**config.mk**
```make
export PLATFORM = sky130hd
export DESIGN_NAME = spi_eq_ctrl_top
export DESIGN_NICKNAME = d
export VERILOG_FILES = /design/src/hdl/spi_frame_pkg.sv /design/src/hdl/eq_reg_pkg.sv /design/src/hdl/coef_write_sequencer.sv /design/src/hdl/ctrl_register_bank.sv /design/src/hdl/spi_eq_ctrl_top.sv /design/src/hdl/spi_frame_receiver.sv
export SDC_FILE = /design/constraint.sdc
export NUM_CORES = 1
export LEC_CHECK = 0
export CORE_MARGIN = 2
export CORE_UTILIZATION = 40
export DETAILED_ROUTE_END_ITERATION = 10
export DONT_BUFFER_PORTS = 1
export HOLD_SLACK_MARGIN = 0.08
export PLACE_DENSITY = 0.64
export SETUP_SLACK_MARGIN = 0.5
export SLEW_MARGIN = 20
export SYNTH_ARGS = -nofsm -noshare
export SYNTH_HDL_FRONTEND = slang
export SYNTH_HIERARCHICAL = 1
export SYNTH_SLANG_ARGS = --single-unit
export TNS_END_PERCENT = 100
```
**constraint.sdc**
```tcl
create_clock -name clk -period 2.7 [get_ports clk]
set_input_delay 0.27 -clock clk [delete_from_list [all_inputs] [get_ports clk]]
set_output_delay 0.27 -clock clk [all_outputs]
set_load 0.005 [all_outputs]
```
**src/hdl/spi_frame_pkg.sv**
```systemverilog
package spi_frame_pkg;

    ////////////////////////////////////////
    // Frame layout
    ////////////////////////////////////////

    // Frame is R/W bit, address, data, all MSB first
    localparam int ADDR_BITS  = 7;                          // Register address
    localparam int DATA_BITS  = 8;                          // Data byte
    localparam int FRAME_BITS = 1 + ADDR_BITS + DATA_BITS;  // 16 sclk per frame

    // Access as seen by the register bank
    typedef struct packed {
        logic [ADDR_BITS-1:0] addr;   // Target register
        logic [DATA_BITS-1:0] wdata;  // Only meaningful on writes
    } spi_access_t;

endpackage : spi_frame_pkg

```
**src/hdl/eq_reg_pkg.sv**
```systemverilog
package eq_reg_pkg;

    typedef logic [spi_frame_pkg::ADDR_BITS-1:0] reg_addr_t;
    typedef logic [spi_frame_pkg::DATA_BITS-1:0] reg_byte_t;

    ////////////////////////////////////////
    // Address map
    ////////////////////////////////////////
    localparam reg_addr_t AUD_CONTROL  = 7'h00;  // Audio control
    localparam reg_addr_t AUD_STATUS   = 7'h01;  // Read only, from audio core
    localparam reg_addr_t NUM_FIR_TAPS = 7'h02;  // Taps per filter, 0 means max
    localparam reg_addr_t FILTER_SEL   = 7'h03;  // Filter being loaded
    localparam reg_addr_t FIR_COEF_LSB = 7'h04;
    localparam reg_addr_t FIR_COEF_MSB = 7'h05;  // Write triggers coefficient load
    localparam reg_addr_t SRAM_CONTROL = 7'h06;
    localparam reg_addr_t AUX          = 7'h07;  // Scratch
    localparam reg_addr_t SRAM_ADDR    = 7'h08;  // SRAM start address
    localparam reg_addr_t SPI_TO_SRAM  = 7'h09;
    localparam reg_addr_t SRAM_TO_SPI  = 7'h0A;  // Read only
    localparam reg_addr_t MPIO_CONTROL = 7'h0B;
    localparam reg_addr_t SPI_TO_MPIO  = 7'h0C;
    localparam reg_addr_t MPIO_TO_SPI  = 7'h0D;  // Read only
    localparam reg_addr_t EQ_GAIN_LSB  = 7'h0E;
    localparam reg_addr_t EQ_GAIN_MSB  = 7'h0F;  // Write triggers gain load
    localparam reg_addr_t STATUS       = 7'h10;  // Read only, general status

    localparam reg_byte_t UNMAPPED_READ = 8'h99;  // Unmapped read pattern

    // Writable registers
    typedef struct packed {
        reg_byte_t aud_control;
        reg_byte_t num_fir_taps;
        reg_byte_t filter_sel;
        reg_byte_t fir_coef_lsb;
        reg_byte_t fir_coef_msb;
        reg_byte_t sram_control;
        reg_byte_t aux;
        reg_byte_t sram_addr;
        reg_byte_t spi_to_sram;
        reg_byte_t mpio_control;
        reg_byte_t spi_to_mpio;
        reg_byte_t eq_gain_lsb;
        reg_byte_t eq_gain_msb;
    } ctrl_regs_t;

    // Read-only bytes from the rest of the chip
    typedef struct packed {
        reg_byte_t status;
        reg_byte_t audio_status;
        reg_byte_t sram_to_spi;
        reg_byte_t mpio_to_spi;
    } status_in_t;

    typedef struct packed {
        logic coef_wr;        // FIR_COEF_MSB written
        logic gain_wr;        // EQ_GAIN_MSB written
        logic filter_sel_wr;  // FILTER_SEL written
    } reg_strobes_t;

    typedef struct packed {
        logic        valid;
        logic [7:0]  filter;
        logic [7:0]  tap;
        logic [15:0] value;
    } coef_write_t;

    typedef struct packed {
        logic        valid;
        logic [7:0]  filter;
        logic [15:0] gain;
    } eq_write_t;

endpackage : eq_reg_pkg

```
**src/hdl/coef_write_sequencer.sv**
```systemverilog
`timescale 1ns/1ps

module coef_write_sequencer #(
    parameter int NUM_FILTERS = 4,
    parameter int MAX_TAPS    = 64
) (
    input  logic                     clk,
    input  logic                     rst_n,
    input  eq_reg_pkg::reg_strobes_t strobes,
    input  eq_reg_pkg::ctrl_regs_t   regs,
    output eq_reg_pkg::coef_write_t  coef_write,
    output eq_reg_pkg::eq_write_t    eq_write
);
    import eq_reg_pkg::*;

    logic [7:0] tap_ptr;    // Next tap to load
    logic [7:0] last_tap;   // Wrap point
    logic       filter_ok;  // Selected filter exists

    // Zero or oversized tap count means full length
    always_comb begin
        if (regs.num_fir_taps == 8'd0 || regs.num_fir_taps > MAX_TAPS)
            last_tap = 8'(MAX_TAPS - 1);
        else
            last_tap = regs.num_fir_taps - 8'd1;
    end

    assign filter_ok = (regs.filter_sel < NUM_FILTERS);

    always_ff @(posedge clk or negedge rst_n) begin
        if (!rst_n) begin
            tap_ptr    <= '0;
            coef_write <= '0;
            eq_write   <= '0;
        end else begin
            coef_write.valid <= 1'b0;  // Single-cycle valids
            eq_write.valid   <= 1'b0;
            if (strobes.filter_sel_wr) begin
                tap_ptr <= '0;         // New filter starts at tap 0
            end else if (strobes.coef_wr && filter_ok) begin
                coef_write.valid  <= 1'b1;
                coef_write.filter <= regs.filter_sel;
                coef_write.tap    <= tap_ptr;
                coef_write.value  <= {regs.fir_coef_msb, regs.fir_coef_lsb};
                // >= also catches a tap count lowered mid-load
                tap_ptr <= (tap_ptr >= last_tap) ? 8'd0 : tap_ptr + 8'd1;
            end
            if (strobes.gain_wr && filter_ok) begin
                eq_write.valid  <= 1'b1;
                eq_write.filter <= regs.filter_sel;
                eq_write.gain   <= {regs.eq_gain_msb, regs.eq_gain_lsb};
            end
        end
    end

endmodule : coef_write_sequencer

```
**src/hdl/ctrl_register_bank.sv**
```systemverilog
`timescale 1ns/1ps

module ctrl_register_bank (
    input  logic                                clk,
    input  logic                                rst_n,
    input  logic                                rd_strobe,
    input  logic                                wr_strobe,
    input  spi_frame_pkg::spi_access_t          access,
    input  eq_reg_pkg::status_in_t              status_in,
    output logic [spi_frame_pkg::DATA_BITS-1:0] read_data,
    output eq_reg_pkg::ctrl_regs_t              regs,
    output eq_reg_pkg::reg_strobes_t            strobes
);
    import spi_frame_pkg::*;
    import eq_reg_pkg::*;

    logic [DATA_BITS-1:0] rd_mux;  // Addressed byte, combinational

    ////////////////////////////////////////
    // Register writes
    ////////////////////////////////////////
    always_ff @(posedge clk or negedge rst_n) begin
        if (!rst_n) begin
            regs <= '0;  // Everything starts at zero
        end else if (wr_strobe) begin
            case (access.addr)
                AUD_CONTROL:  regs.aud_control  <= access.wdata;
                NUM_FIR_TAPS: regs.num_fir_taps <= access.wdata;
                FILTER_SEL:   regs.filter_sel   <= access.wdata;
                FIR_COEF_LSB: regs.fir_coef_lsb <= access.wdata;
                FIR_COEF_MSB: regs.fir_coef_msb <= access.wdata;
                SRAM_CONTROL: regs.sram_control <= access.wdata;
                AUX:          regs.aux          <= access.wdata;
                SRAM_ADDR:    regs.sram_addr    <= access.wdata;
                SPI_TO_SRAM:  regs.spi_to_sram  <= access.wdata;
                MPIO_CONTROL: regs.mpio_control <= access.wdata;
                SPI_TO_MPIO:  regs.spi_to_mpio  <= access.wdata;
                EQ_GAIN_LSB:  regs.eq_gain_lsb  <= access.wdata;
                EQ_GAIN_MSB:  regs.eq_gain_msb  <= access.wdata;
                default: ;    // Read-only and unmapped are ignored
            endcase
        end
    end

    ////////////////////////////////////////
    // Read multiplexer
    ////////////////////////////////////////
    always_comb begin
        case (access.addr)
            AUD_CONTROL:  rd_mux = regs.aud_control;
            AUD_STATUS:   rd_mux = status_in.audio_status;
            NUM_FIR_TAPS: rd_mux = regs.num_fir_taps;
            FILTER_SEL:   rd_mux = regs.filter_sel;
            FIR_COEF_LSB: rd_mux = regs.fir_coef_lsb;
            FIR_COEF_MSB: rd_mux = regs.fir_coef_msb;
            SRAM_CONTROL: rd_mux = regs.sram_control;
            AUX:          rd_mux = regs.aux;
            SRAM_ADDR:    rd_mux = regs.sram_addr;
            SPI_TO_SRAM:  rd_mux = regs.spi_to_sram;
            SRAM_TO_SPI:  rd_mux = status_in.sram_to_spi;  // From SRAM controller
            MPIO_CONTROL: rd_mux = regs.mpio_control;
            SPI_TO_MPIO:  rd_mux = regs.spi_to_mpio;
            MPIO_TO_SPI:  rd_mux = status_in.mpio_to_spi;  // From MPIO controller
            EQ_GAIN_LSB:  rd_mux = regs.eq_gain_lsb;
            EQ_GAIN_MSB:  rd_mux = regs.eq_gain_msb;
            STATUS:       rd_mux = status_in.status;       // General status
            default:      rd_mux = UNMAPPED_READ;
        endcase
    end

    // Captured once per read frame and held for the shifter
    always_ff @(posedge clk or negedge rst_n) begin
        if (!rst_n)
            read_data <= '0;
        else if (rd_strobe)
            read_data <= rd_mux;
    end

    ////////////////////////////////////////
    // Write strobes toward the sequencer
    ////////////////////////////////////////
    // Same edge as the register update, so the
    // sequencer sees the new MSB with its strobe
    always_ff @(posedge clk or negedge rst_n) begin
        if (!rst_n) begin
            strobes <= '0;
        end else begin
            strobes.coef_wr       <= wr_strobe && (access.addr == FIR_COEF_MSB);
            strobes.gain_wr       <= wr_strobe && (access.addr == EQ_GAIN_MSB);
            strobes.filter_sel_wr <= wr_strobe && (access.addr == FILTER_SEL);
        end
    end

endmodule : ctrl_register_bank

```
**src/hdl/spi_eq_ctrl_top.sv**
```systemverilog
`timescale 1ns/1ps

module spi_eq_ctrl_top #(
    parameter int NUM_FILTERS = 4,   // Filters in the FIR core
    parameter int MAX_TAPS    = 64   // Longest filter
) (
    input  logic                    clk,
    input  logic                    rst_n,
    input  logic                    cs_n,
    input  logic                    sclk,
    input  logic                    mosi,
    input  eq_reg_pkg::status_in_t  status_in,
    output logic                    miso,     // Joined with miso_oe at chip level
    output logic                    miso_oe,
    output eq_reg_pkg::ctrl_regs_t  regs,
    output eq_reg_pkg::coef_write_t coef_write,
    output eq_reg_pkg::eq_write_t   eq_write
);
    import spi_frame_pkg::*;
    import eq_reg_pkg::*;

    logic                 rd_strobe;
    logic                 wr_strobe;
    spi_access_t          access;
    logic [DATA_BITS-1:0] read_data;
    reg_strobes_t         strobes;

    ////////////////////////////////////////
    // Producer, buffer, consumer
    ////////////////////////////////////////
    spi_frame_receiver u_receiver (
        .clk       (clk),
        .rst_n     (rst_n),
        .cs_n      (cs_n),
        .sclk      (sclk),
        .mosi      (mosi),
        .read_data (read_data),
        .miso      (miso),
        .miso_oe   (miso_oe),
        .rd_strobe (rd_strobe),
        .wr_strobe (wr_strobe),
        .access    (access)
    );

    ctrl_register_bank u_reg_bank (
        .clk       (clk),
        .rst_n     (rst_n),
        .rd_strobe (rd_strobe),
        .wr_strobe (wr_strobe),
        .access    (access),
        .status_in (status_in),
        .read_data (read_data),
        .regs      (regs),
        .strobes   (strobes)
    );

    coef_write_sequencer #(
        .NUM_FILTERS (NUM_FILTERS),
        .MAX_TAPS    (MAX_TAPS)
    ) u_sequencer (
        .clk        (clk),
        .rst_n      (rst_n),
        .strobes    (strobes),
        .regs       (regs),
        .coef_write (coef_write),
        .eq_write   (eq_write)
    );

endmodule : spi_eq_ctrl_top

```
**src/hdl/spi_frame_receiver.sv**
```systemverilog
`timescale 1ns/1ps

module spi_frame_receiver (
    input  logic                                clk,
    input  logic                                rst_n,
    input  logic                                cs_n,
    input  logic                                sclk,
    input  logic                                mosi,
    input  logic [spi_frame_pkg::DATA_BITS-1:0] read_data,
    output logic                                miso,
    output logic                                miso_oe,
    output logic                                rd_strobe,
    output logic                                wr_strobe,
    output spi_frame_pkg::spi_access_t          access
);
    import spi_frame_pkg::*;

    localparam int CNT_W = $clog2(FRAME_BITS + 1);

    // Pin synchronizers
    logic cs_meta, cs_sync;
    logic sclk_meta, sclk_sync, sclk_last;
    logic mosi_meta, mosi_sync;

    logic             sclk_rise, sclk_fall;
    logic [CNT_W-1:0] bit_cnt;          // Rising edges seen this frame
    logic [DATA_BITS-1:0] shift_in;     // Incoming bits
    logic [DATA_BITS-1:0] shift_out;    // Read byte being serialized
    logic             rw_q;             // 1 = read frame
    logic             rd_pend;          // read_data lands next cycle
    logic             oe_q;
    logic [ADDR_BITS-1:0] addr_q;
    logic [DATA_BITS-1:0] wdata_q;

    ////////////////////////////////////////
    // Synchronize and detect sclk edges
    ////////////////////////////////////////
    always_ff @(posedge clk or negedge rst_n) begin
        if (!rst_n) begin
            cs_meta   <= 1'b1;  // Idle deselected
            cs_sync   <= 1'b1;
            sclk_meta <= 1'b0;  // Mode 0 idles low
            sclk_sync <= 1'b0;
            sclk_last <= 1'b0;
            mosi_meta <= 1'b0;
            mosi_sync <= 1'b0;
        end else begin
            cs_meta   <= cs_n;
            cs_sync   <= cs_meta;
            sclk_meta <= sclk;
            sclk_sync <= sclk_meta;
            sclk_last <= sclk_sync;
            mosi_meta <= mosi;
            mosi_sync <= mosi_meta;
        end
    end

    assign sclk_rise = !cs_sync && sclk_sync && !sclk_last;
    assign sclk_fall = !cs_sync && !sclk_sync && sclk_last;

    ////////////////////////////////////////
    // Frame shifter and strobes
    ////////////////////////////////////////
    always_ff @(posedge clk or negedge rst_n) begin
        if (!rst_n) begin
            bit_cnt   <= '0;
            shift_in  <= '0;
            shift_out <= '0;
            rw_q      <= 1'b0;
            rd_strobe <= 1'b0;
            wr_strobe <= 1'b0;
            rd_pend   <= 1'b0;
            oe_q      <= 1'b0;
            miso      <= 1'b0;
        end else begin
            rd_strobe <= 1'b0;      // Pulses by default
            wr_strobe <= 1'b0;
            rd_pend   <= rd_strobe; // Bank registers read_data meanwhile
            if (cs_sync) begin
                // Deselected so any partial frame is dropped
                bit_cnt   <= '0;
                shift_in  <= '0;
                shift_out <= '0;
                rw_q      <= 1'b0;
                oe_q      <= 1'b0;
            end else begin
                if (sclk_rise) begin
                    shift_in <= {shift_in[DATA_BITS-2:0], mosi_sync};
                    if (bit_cnt != CNT_W'(FRAME_BITS))
                        bit_cnt <= bit_cnt + 1'b1;  // Saturate past frame end
                    // 8th bit completes the command
                    if (bit_cnt == CNT_W'(ADDR_BITS)) begin
                        rw_q      <= shift_in[ADDR_BITS-1];  // First bit of frame
                        rd_strobe <= shift_in[ADDR_BITS-1];
                    end
                    // 16th bit completes the data
                    if (bit_cnt == CNT_W'(FRAME_BITS - 1))
                        wr_strobe <= !rw_q;
                end
                if (rd_pend) begin
                    shift_out <= read_data;
                end else if (sclk_fall && rw_q && bit_cnt > CNT_W'(ADDR_BITS)
                             && bit_cnt < CNT_W'(FRAME_BITS)) begin
                    miso      <= shift_out[DATA_BITS-1];  // MSB first
                    shift_out <= {shift_out[DATA_BITS-2:0], 1'b0};
                    oe_q      <= 1'b1;                    // Data phase begins
                end
            end
        end
    end

    // Address and data payload
    always_ff @(posedge clk or negedge rst_n) begin
        if (!rst_n) begin
            addr_q  <= '0;
            wdata_q <= '0;
        end else begin
            if (sclk_rise && bit_cnt == CNT_W'(ADDR_BITS))
                addr_q <= {shift_in[ADDR_BITS-2:0], mosi_sync};
            if (sclk_rise && bit_cnt == CNT_W'(FRAME_BITS - 1))
                wdata_q <= {shift_in[DATA_BITS-2:0], mosi_sync};
        end
    end

    assign access.addr  = addr_q;
    assign access.wdata = wdata_q;

    // Raw cs_n drops the enable at once since the sync path lags 2 cycles
    assign miso_oe = oe_q && !cs_n;

endmodule : spi_frame_receiver

```
==> reports/metrics.yaml, run 1 <==
placement:
  place_inst: 1155
  postPlaceCellArea_um2: 11200
  port_buffers: 0
  dp_hpwl_um: 21000
  gp_congestion: 0.939
setup_path:
  crit_chain: "nor4_4 -> nand2_1 -> xor2_1 -> nor2b_4 -> and2_4 -> ha_4 -> nor2b_4 -> o211ai_1 -> a31oi_4 -> nor2_4 -> a221o_1"
  crit_arrival_ns: 3.07
  rrSetupSlack_ns: 0.03
  critPathMaxStageDelay_ns: 0.42
  end_kind: "flip-flop"
  cp_data_required_time_ns: 3.10
  cpMostUsedCell: "nor2b_4"
  cp-startpoint: "u_reg_bank/regs[90]"
  worstSetupPathType: "flip-flop to flip-flop"
  worstPathMaxFanout: 7
  cp-start-kind: "flip-flop"
  worst_path_max_delay_cell: "dfrtp_2"
  r2r-start: "u_reg_bank/regs[90]"
cells_and_area:
  syn_to_final_growth_pct: 15.6
  layout.nets: 921
  final_area_um2: 12400
  drive_above_1_share_pct: 37.0
  fin_util_pct: 47.3
  final_cells: 1228
yosys:
  synth_top_cell_area_share_pct: 52.9
  syn_area_um2: 10700
  yosysUniqueCellTypes: 73
  yosysWarnings: 6
  synth_most_common_cell: "dfrtp_1"
  synth_edf_count: 0
  synth_area_leaders: "dfrtp_1 53%, mux2_2 16%, mux2_4 3.9%"
  synth_cells: 824
  synth.yosys.seq_area_share_pct: 53.4
  ys_async_sr_fraction_pct: 100
  synth_fp_nets: 875
  ys_seq_elements: 229
  synth_area_leader_cell: "dfrtp_1"
  synth_common_cells: "227 x dfrtp_1, 149 x mux2_2, 50 x nand2_1, 28 x mux2_4, 23 x nor2_1"
  syn_area_per_cell_um2: 13.0
  ys.flop_type: "dfrtp_1"
drt:
  drt-vias-per-instance: 5.82
  wl_per_cell_um: 24.4
  wirelength_um: 29900
  drc: 0
  dr.first_iter.drc_count: 747
  vias: 7146
  ant_nets: 0
  drt_first_pass_iters: 5
cts:
  clk_pin_slew_worst_paths_ns: 0.06
  cts_tree: "built"
  clock_sinks: 229
  root_buffer: "clkbuf_16"
  cts_made_buffers: 26
  insertion_delay_ns: 0.53
  ctsHoldBuffers: 12
  htree_levels: 1
  clockBufferDepth: 3
floorplan:
  fp.coreArea_um2: 26200
  start_util_pct: 41.0
  die-area_um2: 28200
  fp.dieH_um: 168
  fp-row-count: 59
  pin_count: 201
  die_w_um: 168
status:
  status: "finished, violations left"
  violations: "hold timing"
grt:
  grt_pass1_wl_um: 45600
  antenna_found_initial: 3
  overflow: 0
  track_usage_pct: 20.9
  grt_start_max_net_pins: 230
  grt_pass1_vias: 7342
flow_run:
  max-cap-violations: 0
power_and_ir_drop:
  leakagePower_nw: 5.75
  p_per_area_nw_per_um2: 560
  irDropWorstVdd_mv: 0.387
sta:
  tightest_slew_ns: 0.749
  maxSlewHeadroom_pct: 50.0
  setup_viol: 0
  period_share_pct: 98.9
  period_needed_ns: 2.67
  slew_violations: 0
  hold_violations: 229
  rsz0062_at_grt: "true"
  fin_worst_skew_ns: 0.0151
  max_freq_mhz: 374
  hold_ws_ns: -0.560
worst_hold_path:
  hold_path_class: "input port to async pin"
[worst max-delay path: cells and delay by family, from the launching register on]
kind,cells,cell delay (ns)
AND/OR/NAND/NOR,6,0.90
XOR/XNOR,1,0.16
AO/OA/AOI/OAI,3,0.81
flip-flops,1,0.42
adder cells (fa/ha/maj),1,0.25
[routing by layer]
metal	routed length [um]	global-route usage [%]	up-vias
li1	-	-	3123
met1	12000	26.5	3657
met2	14200	34.1	283
met3	2280	5.01	83
met4	1380	9.34	0
met5	0	0	-
[sequential cells by signal, summed over array words and instances (netlist names), 3 cells and up]
| name | count |
|---|---|
| u_receiver/addr_q | 7 |
| u_sequencer/eq_write | 25 |
| u_receiver/bit_cnt | 5 |
| u_receiver/wdata_q | 8 |
| u_receiver/shift_in | 7 |
| u_reg_bank/regs | 104 |
| u_reg_bank/strobes | 3 |
| u_receiver/shift_out | 8 |
| u_sequencer/tap_ptr | 8 |
| u_reg_bank/read_data | 8 |
| u_sequencer/coef_write | 33 |
[path summary, 6_finish.rpt]
kind / end / depth (start not counted)
max reg2reg: u_sequencer/tap_ptr[3] / 11
min: u_sequencer/eq_write[9] / 0
min in group clk: u_reg_bank/read_data[6] / 4
max in group asynchronous: u_receiver/cs_sync / 0
max: u_sequencer/tap_ptr[3] / 11
min reg2reg: u_receiver/mosi_sync / 0
[cell usage in the layout (no fill, tap or decap), types with 5 or more instances in the layout]
cell           synthesis  layout
a22oi_1               16      16
nor3_1                 5       5
and2_1                11       9
o21ai_0               18      17
and3_1                 6       5
mux2i_1               17      17
buf_4                  1      48
clkbuf_16              0      27
dlygate4sd3_1          0      12
o22ai_1                8       8
nand2_1               50      48
a21oi_1               21      21
clkbuf_1              15       7
dfrtp_1              227     224
nor2b_1               19      16
inv_1                 22      22
clkbuf_8               0       8
a221oi_2               6       6
mux2_2               149     149
mux2_4                28      28
a31oi_1               16      15
mux4_2                 6       6
ha_1                  14      13
nand3_1               10      10
nor2_1                23      23
[through the flow]
stage	worst slack [ns]	total power, mW	setup TNS [ns]
final	0.0289	6.95	0
after global routing	-0.102	7.19	-0.576
after CTS	0.0652	7.03	0
after detailed placement	-0.0264	3.55	-0.0568
after global placement	0.0507	3.55	0
after floorplan	0.127	3.54	0
[final cells by class]
type,instances,area (um2)
inverter,22,82.6
multi-input combinational,529,4800
tap,335,419
antenna,3,7.51
fill,2320,13800
sequential,229,5740
clock inverter,6,36.3
timing repair buffer,62,512
clock buffer,42,812
[logic make-up (layout without fill, tap and decap cells)]
kind of cell / after synthesis / in the layout / share of synthesized area, %
adder cells (fa/ha/maj): 14 / 14 / 1.63
XOR/XNOR: 7 / 7 / 0.571
other: 0 / 3 / 0
AO/OA/AOI/OAI: 125 / 125 / 8.47
buffers and inverters: 66 / 132 / 3.02
AND/OR/NAND/NOR: 180 / 180 / 10.2
flip-flops: 229 / 229 / 53.4
multiplexers: 203 / 203 / 22.7
[report_power, final]
group | switching [mW] | internal, mW
logic | 0.0248 | 0.0279
clock network | 1.40 | 2.05
registers | 0.0118 | 3.44
total | 1.43 | 5.52
[timing repair]
item	4_1_cts	5_1_grt
setup buffers	5	5
gates resized for setup	12	12
endpoints found under the setup margin	72	52
pin swaps	5	9
hold endpoints to repair	239	229
No activity file was read; power rests on OpenSTA's default activity.
==> inputs of run 2 (changes only) <==
BUFFER_PORTS_ARGS = -buffer_cell sky130_fd_sc_hd__clkbuf_2   (was not set)
CORE_MARGIN = 10   (was 2)
DONT_BUFFER_PORTS = not set   (was 1)
PLACE_DENSITY = 0.71   (was 0.64)
==> reports/metrics.yaml, run 2 (synthesis gave the netlist of run 1 again) <==
drt:
  drt_first_pass_iters: 7
  wl_per_cell_um: 22.7
  drt-vias-per-instance: 5.50
  ant_nets: 0
  vias: 7787
  wirelength_um: 32100
  dr.first_iter.drc_count: 707
  drc: 0
worst_hold_path:
  hold_path_class: "input port to flip-flop"
  min-delay-start: "status_in[31]"
  hold_path_end: "u_reg_bank/read_data[7]"
  min_path_cells: 3
cts:
  insertion_delay_ns: 0.52
  htree_levels: 1
  clockBufferDepth: 3
  clk_pin_slew_worst_paths_ns: 0.06
  root_buffer: "clkbuf_16"
  clock_sinks: 229
  cts_made_buffers: 26
  cts_tree: "built"
grt:
  grt_pass1_vias: 7952
  antenna_found_initial: 1
  track_usage_pct: 18.4
  grt_start_max_net_pins: 69
  overflow: 0
  grt_pass1_wl_um: 48700
cells_and_area:
  seq_area_um2: 5740
  largest_reg_flops: 104
  drive_above_1_share_pct: 48.3
  layout.nets: 1115
  num_antenna_cells: 0
  final_common_cell: "dfrtp_1"
  largest-register: "u_reg_bank/regs"
  reg_top3: "u_reg_bank/regs: 104 flops, u_sequencer/coef_write: 33 flops, u_sequencer/eq_write: 25 flops"
  fillers: 2274
  fin_util_pct: 50.8
  syn_to_final_growth_pct: 24.1
  multiInputGateArea_um2: 4790
  final_cell_mix: "224 x dfrtp_1, 199 x clkbuf_2, 149 x mux2_2"
power_and_ir_drop:
  switching_share_pct: 21.0
  clockPowerShare_pct: 48.2
  irDropWorstVdd_mv: 0.481
  switching_power_mw: 1.46
  p_comb_share_pct: 2.2
  leakagePower_nw: 6.63
  p_per_area_nw_per_um2: 523
  p_seq_share_pct: 49.6
  power.internal_mw: 5.50
sta:
  tightest_slew_ns: 0.706
  period_share_pct: 99.2
  hold_violations: 0
  setup_viol: 0
  rsz0062_at_grt: "true"
  maxSlewHeadroom_pct: 52.9
  fin_worst_skew_ns: 0.0113
  slew_violations: 0
  max_freq_mhz: 373
  period_needed_ns: 2.68
  fin_ws_ns: 0.0217
setup_path:
  worstPathMaxFanout: 7
  worst_path_max_delay_cell: "dfrtp_1"
  critPathMaxStageDelay_ns: 0.41
  cpMostUsedCell: "nor2b_4"
  worstSetupPathType: "flip-flop to flip-flop"
  end_kind: "flip-flop"
  rr_worst_depth: 11
  cp_data_required_time_ns: 3.10
  timing.rr.end: "u_sequencer/tap_ptr[4]"
  crit_chain: "nor4_4 -> nand2_1 -> xor2_2 -> nor2b_4 -> and2_4 -> ha_4 -> nor2b_4 -> o211ai_1 -> a31oi_4 -> nor2_4 -> a221o_1"
  r2r-start: "u_reg_bank/regs[93]"
  rrSetupSlack_ns: 0.02
  crit_arrival_ns: 3.08
  cp-start-kind: "flip-flop"
placement:
  pre_cts_ws_ns: -0.00502
  gp_congestion: 0.955
  port_buffers: 200
  dp_hpwl_um: 23700
floorplan:
  start_util_pct: 41.0
  fp-row-count: 59
  fp.dieH_um: 184
  die_w_um: 184
  die-area_um2: 33800
  fp.coreArea_um2: 26200
  pin_count: 201
flow_run:
  max-cap-violations: 0
status:
  status: "finished clean"
==> run 2: cell count changes in the layout (fill, tap and decap cells not counted), sizes merged <==
cell | before | now
buf | 50 | 52
clkbuf | 42 | 241
clkinv | 4 | 2
clkinvlp | 1 | 0
diode | 3 | 0
dlygate4sd3 | 12 | 5
==> run 2: worst max-delay path by stage <==
stage | startpoint | end | slack [ns] | cells after the start
2_1_floorplan | u_reg_bank/regs[90] | u_sequencer/tap_ptr[3] | 0.13 | 11
3_3_place_gp | u_reg_bank/regs[90] | u_sequencer/tap_ptr[2] | 0.04 | 11
3_5_place_dp | u_reg_bank/regs[90] | u_sequencer/tap_ptr[2] | -0.005 | 11
4_1_cts | u_reg_bank/regs[90] | u_sequencer/tap_ptr[2] | 0.05 | 11
5_1_grt | u_reg_bank/regs[93] | u_sequencer/tap_ptr[4] | -0.14 | 11
6_report | u_reg_bank/regs[93] | u_sequencer/tap_ptr[4] | 0.02 | 11
==> run 2: repair_timing <==
item                                    in CTS  in global routing
buffers inserted                             2                  4
gates cloned                                 0                  0
endpoints found under the setup margin      31                 49
pin swaps                                    2                 11
gates resized for setup                      6                 15
hold endpoints to repair                    67                  0
hold buffers                                 5                  0
==> run 2: metrics by stage <==
stage          TNS [ns]  instance area, um2  cells  hold WS [ns]  power (mW)
6_report              0               13300   1416        0.0932        6.96
3_5_place_dp   -0.00502               12300   1360         0.260        3.67
3_3_place_gp          0               12300   1360         0.258        3.66
2_1_floorplan         0               10800    824       -0.0256        3.54
5_1_grt          -0.577               13300   1416        0.0913        7.19
4_1_cts               0               13200   1412        0.0821        7.03
==> run 2: cell type report <==
type	instances	share of cell area (%)
clock buffers	42	6.02
clock inverters	3	0.141
inverters	22	0.620
multi-input cells	529	36.0
flip-flops and latches	229	43.1
well taps	335	3.15
repair buffers	256	11.0
==> run 2: worst max-delay path: cells and delay by family, from the launching register on <==
family                     cells  cell delay [ns]
adders and majority gates      1             0.26
DFF                            1             0.41
xor gates and xnor gates       1             0.16
AOI/OAI and AO/OA              3             0.81
and+or+nand+nor                6             0.93
==> run 2: power by group through the flow <==
| stage | registers (mW) | clock network (mW) | logic, mW |
|---|---|---|---|
| 4_1_cts | 3.45 | 3.42 | 0.156 |
| 2_1_floorplan | 3.51 | 0 | 0.0309 |
| 3_3_place_gp | 3.52 | 0 | 0.149 |
| 3_5_place_dp | 3.52 | 0 | 0.149 |
| 5_1_grt | 3.45 | 3.57 | 0.171 |
| 6_report | 3.45 | 3.36 | 0.150 |
==> run 2: layer usage <==
layer	up-vias	part of all wire, %	track usage [%]
li1	3506	-	-
met1	3932	41	22.9
met2	277	48	30.6
met3	70	7.2	4.23
met4	2	3.6	6.92
met5	-	0.034	0
==> inputs of run 3 (changes only) <==
CTS_BUF_LIST = sky130_fd_sc_hd__clkbuf_8   (was not set)
MAX_ROUTING_LAYER = met4   (was not set)
==> reports/metrics.yaml, run 3 (synthesis gave the netlist of run 1 again) <==
sta:
  hold_ws_ns: 0.110
  rsz0062_at_grt: "true"
  fin_ws_ns: 0.0352
  tightest_slew_ns: 0.779
  setup_tns_ns: 0
  maxSlewHeadroom_pct: 48.1
  max_freq_mhz: 375
  slew_violations: 0
  period_needed_ns: 2.66
  setup_viol: 0
  fin_worst_skew_ns: 0.0181
  period_share_pct: 98.7
  hold_violations: 0
grt:
  overflow: 0
  grt_start_max_net_pins: 93
  grt_pass1_wl_um: 49400
  grt_pass1_vias: 8232
  track_usage_pct: 19.4
  antenna_found_initial: 0
drt:
  dr.first_iter.drc_count: 576
  drc: 0
  drt-vias-per-instance: 5.43
  ant_nets: 0
  wirelength_um: 32600
  wl_per_cell_um: 22.4
  vias: 7872
  drt_first_pass_iters: 7
flow_run:
  max-cap-violations: 0
setup_path:
  worstSetupPathType: "flip-flop to flip-flop"
  crit_path_end: "u_sequencer/tap_ptr[4]"
  worstPathMaxFanout: 7
  timing.rr.end: "u_sequencer/tap_ptr[4]"
  cp_data_required_time_ns: 3.12
  rr_worst_depth: 11
  r2r-start: "u_reg_bank/regs[93]"
  cp-startpoint: "u_reg_bank/regs[93]"
  cp-start-kind: "flip-flop"
  rrSetupSlack_ns: 0.04
  end_kind: "flip-flop"
  crit_arrival_ns: 3.08
power_and_ir_drop:
  p_per_area_nw_per_um2: 523
  leakagePower_nw: 6.76
  irDropWorstVdd_mv: 0.251
  p_total_mw: 7.03
cts:
  clock_sinks: 229
  insertion_delay_ns: 0.54
  htree_levels: 2
  cts_made_buffers: 42
  clockBufferDepth: 3
  clk_pin_slew_worst_paths_ns: 0.06
  cts_tree: "built"
  root_buffer: "clkbuf_8"
placement:
  gp_congestion: 0.947
  dp_hpwl_um: 23900
  pre_cts_ws_ns: 0.0165
  port_buffers: 200
floorplan:
  fp.coreArea_um2: 26200
  fp-row-count: 59
  pin_count: 201
  fp.dieH_um: 184
  die-area_um2: 33800
  start_util_pct: 41.0
  die_w_um: 184
cells_and_area:
  largest_reg_flops: 104
  final_common_cell: "dfrtp_1"
  multiInputGateArea_um2: 4800
  num_antenna_cells: 0
  layout.nets: 1139
  reg_top3: "u_reg_bank/regs: 104 flops, u_sequencer/coef_write: 33 flops, u_sequencer/eq_write: 25 flops"
  syn_to_final_growth_pct: 25.4
  drive_above_1_share_pct: 49.0
  largest-register: "u_reg_bank/regs"
  fillers: 2261
  final_cell_mix: "225 x dfrtp_1, 199 x clkbuf_2, 149 x mux2_2"
  seq_area_um2: 5740
status:
  status: "finished clean"
worst_hold_path:
  hold_path_class: "input port to flip-flop"
run 3: changes by cell type in the layout (fill, tap and decap cells not counted), sizes merged:
| cell | delta |
|---|---|
| inv | +11 |
| bufinv | +2 |
| dlygate4sd3 | +5 |
| clkbuf | +13 |
| clkinv | +1 |
| buf | +3 |
run 3: how the worst min path moves through the flow:
stage	from	endpoint	slack [ns]	depth (start not counted)
after floorplan	rst_n	u_receiver/addr_q[0]	-0.03	0
after CTS	status_in[12]	u_reg_bank/read_data[4]	0.08	3
after global routing	status_in[12]	u_reg_bank/read_data[4]	0.11	3
after detailed placement	u_receiver/sclk_meta	u_receiver/sclk_sync	0.33	0
after global placement	u_receiver/sclk_meta	u_receiver/sclk_sync	0.33	0
final	status_in[12]	u_reg_bank/read_data[4]	0.11	3
run 3: routing by layer:
| metal | up-vias | part of all wire (%) | GRT usage (%) |
|---|---|---|---|
| met1 | 3946 | 41 | 22.7 |
| li1 | 3577 | - | - |
| met5 | - | 0 | - |
| met2 | 269 | 48 | 31.5 |
| met3 | 80 | 7.1 | 5.10 |
| met4 | 0 | 3.3 | 7.34 |
run 3: final cells by class:
| class | count | area share [%] |
|---|---|---|
| Inverter | 22 | 0.614 |
| Tap cell | 335 | 3.12 |
| Clock inverter | 17 | 0.893 |
| Clock buffer | 55 | 5.63 |
| Timing Repair Buffer | 264 | 11.5 |
| Multi-Input combinational cell | 529 | 35.7 |
| Sequential cell | 229 | 42.6 |
run 3: through the flow:
| stage | cells | area (um2) | util, % |
|---|---|---|---|
| 2_1_floorplan | 824 | 10800 | - |
| 3_3_place_gp | 1363 | 12300 | 47.1 |
| 3_5_place_dp | 1363 | 12300 | 47.1 |
| 4_1_cts | 1449 | 13400 | 51.1 |
| 5_1_grt | 1451 | 13500 | 51.3 |
| 6_report | 1451 | 13500 | 51.3 |
run 3: power breakdown:
| part | total [mW] | internal (mW) | switching [mW] |
|---|---|---|---|
| sequential | 3.46 | 3.44 | 0.0111 |
| clock | 3.42 | 2.00 | 1.42 |
| combinational | 0.160 | 0.0549 | 0.105 |
| total | 7.03 | 5.50 | 1.53 |
run 3: what timing repair did:
item / 4_1_cts / 5_1_grt
gates resized for setup: 8 / 14
hold buffers: 10 / 0
hold endpoints to repair: 95 / 0
buffers inserted: 4 / 2
setup endpoints to repair: 29 / 46
pin swaps: 4 / 6
run 3: worst max-delay path, cell delays in order (launching register included):
cell      delay [ns]
dfrtp_1         0.41
nor4_4          0.30
nand2_1         0.10
xor2_1          0.16
nor2b_4         0.14
and2_4          0.17
ha_4            0.26
nor2b_4         0.11
o211ai_1        0.14
a31oi_4         0.35
nor2_4          0.08
a221o_1         0.32
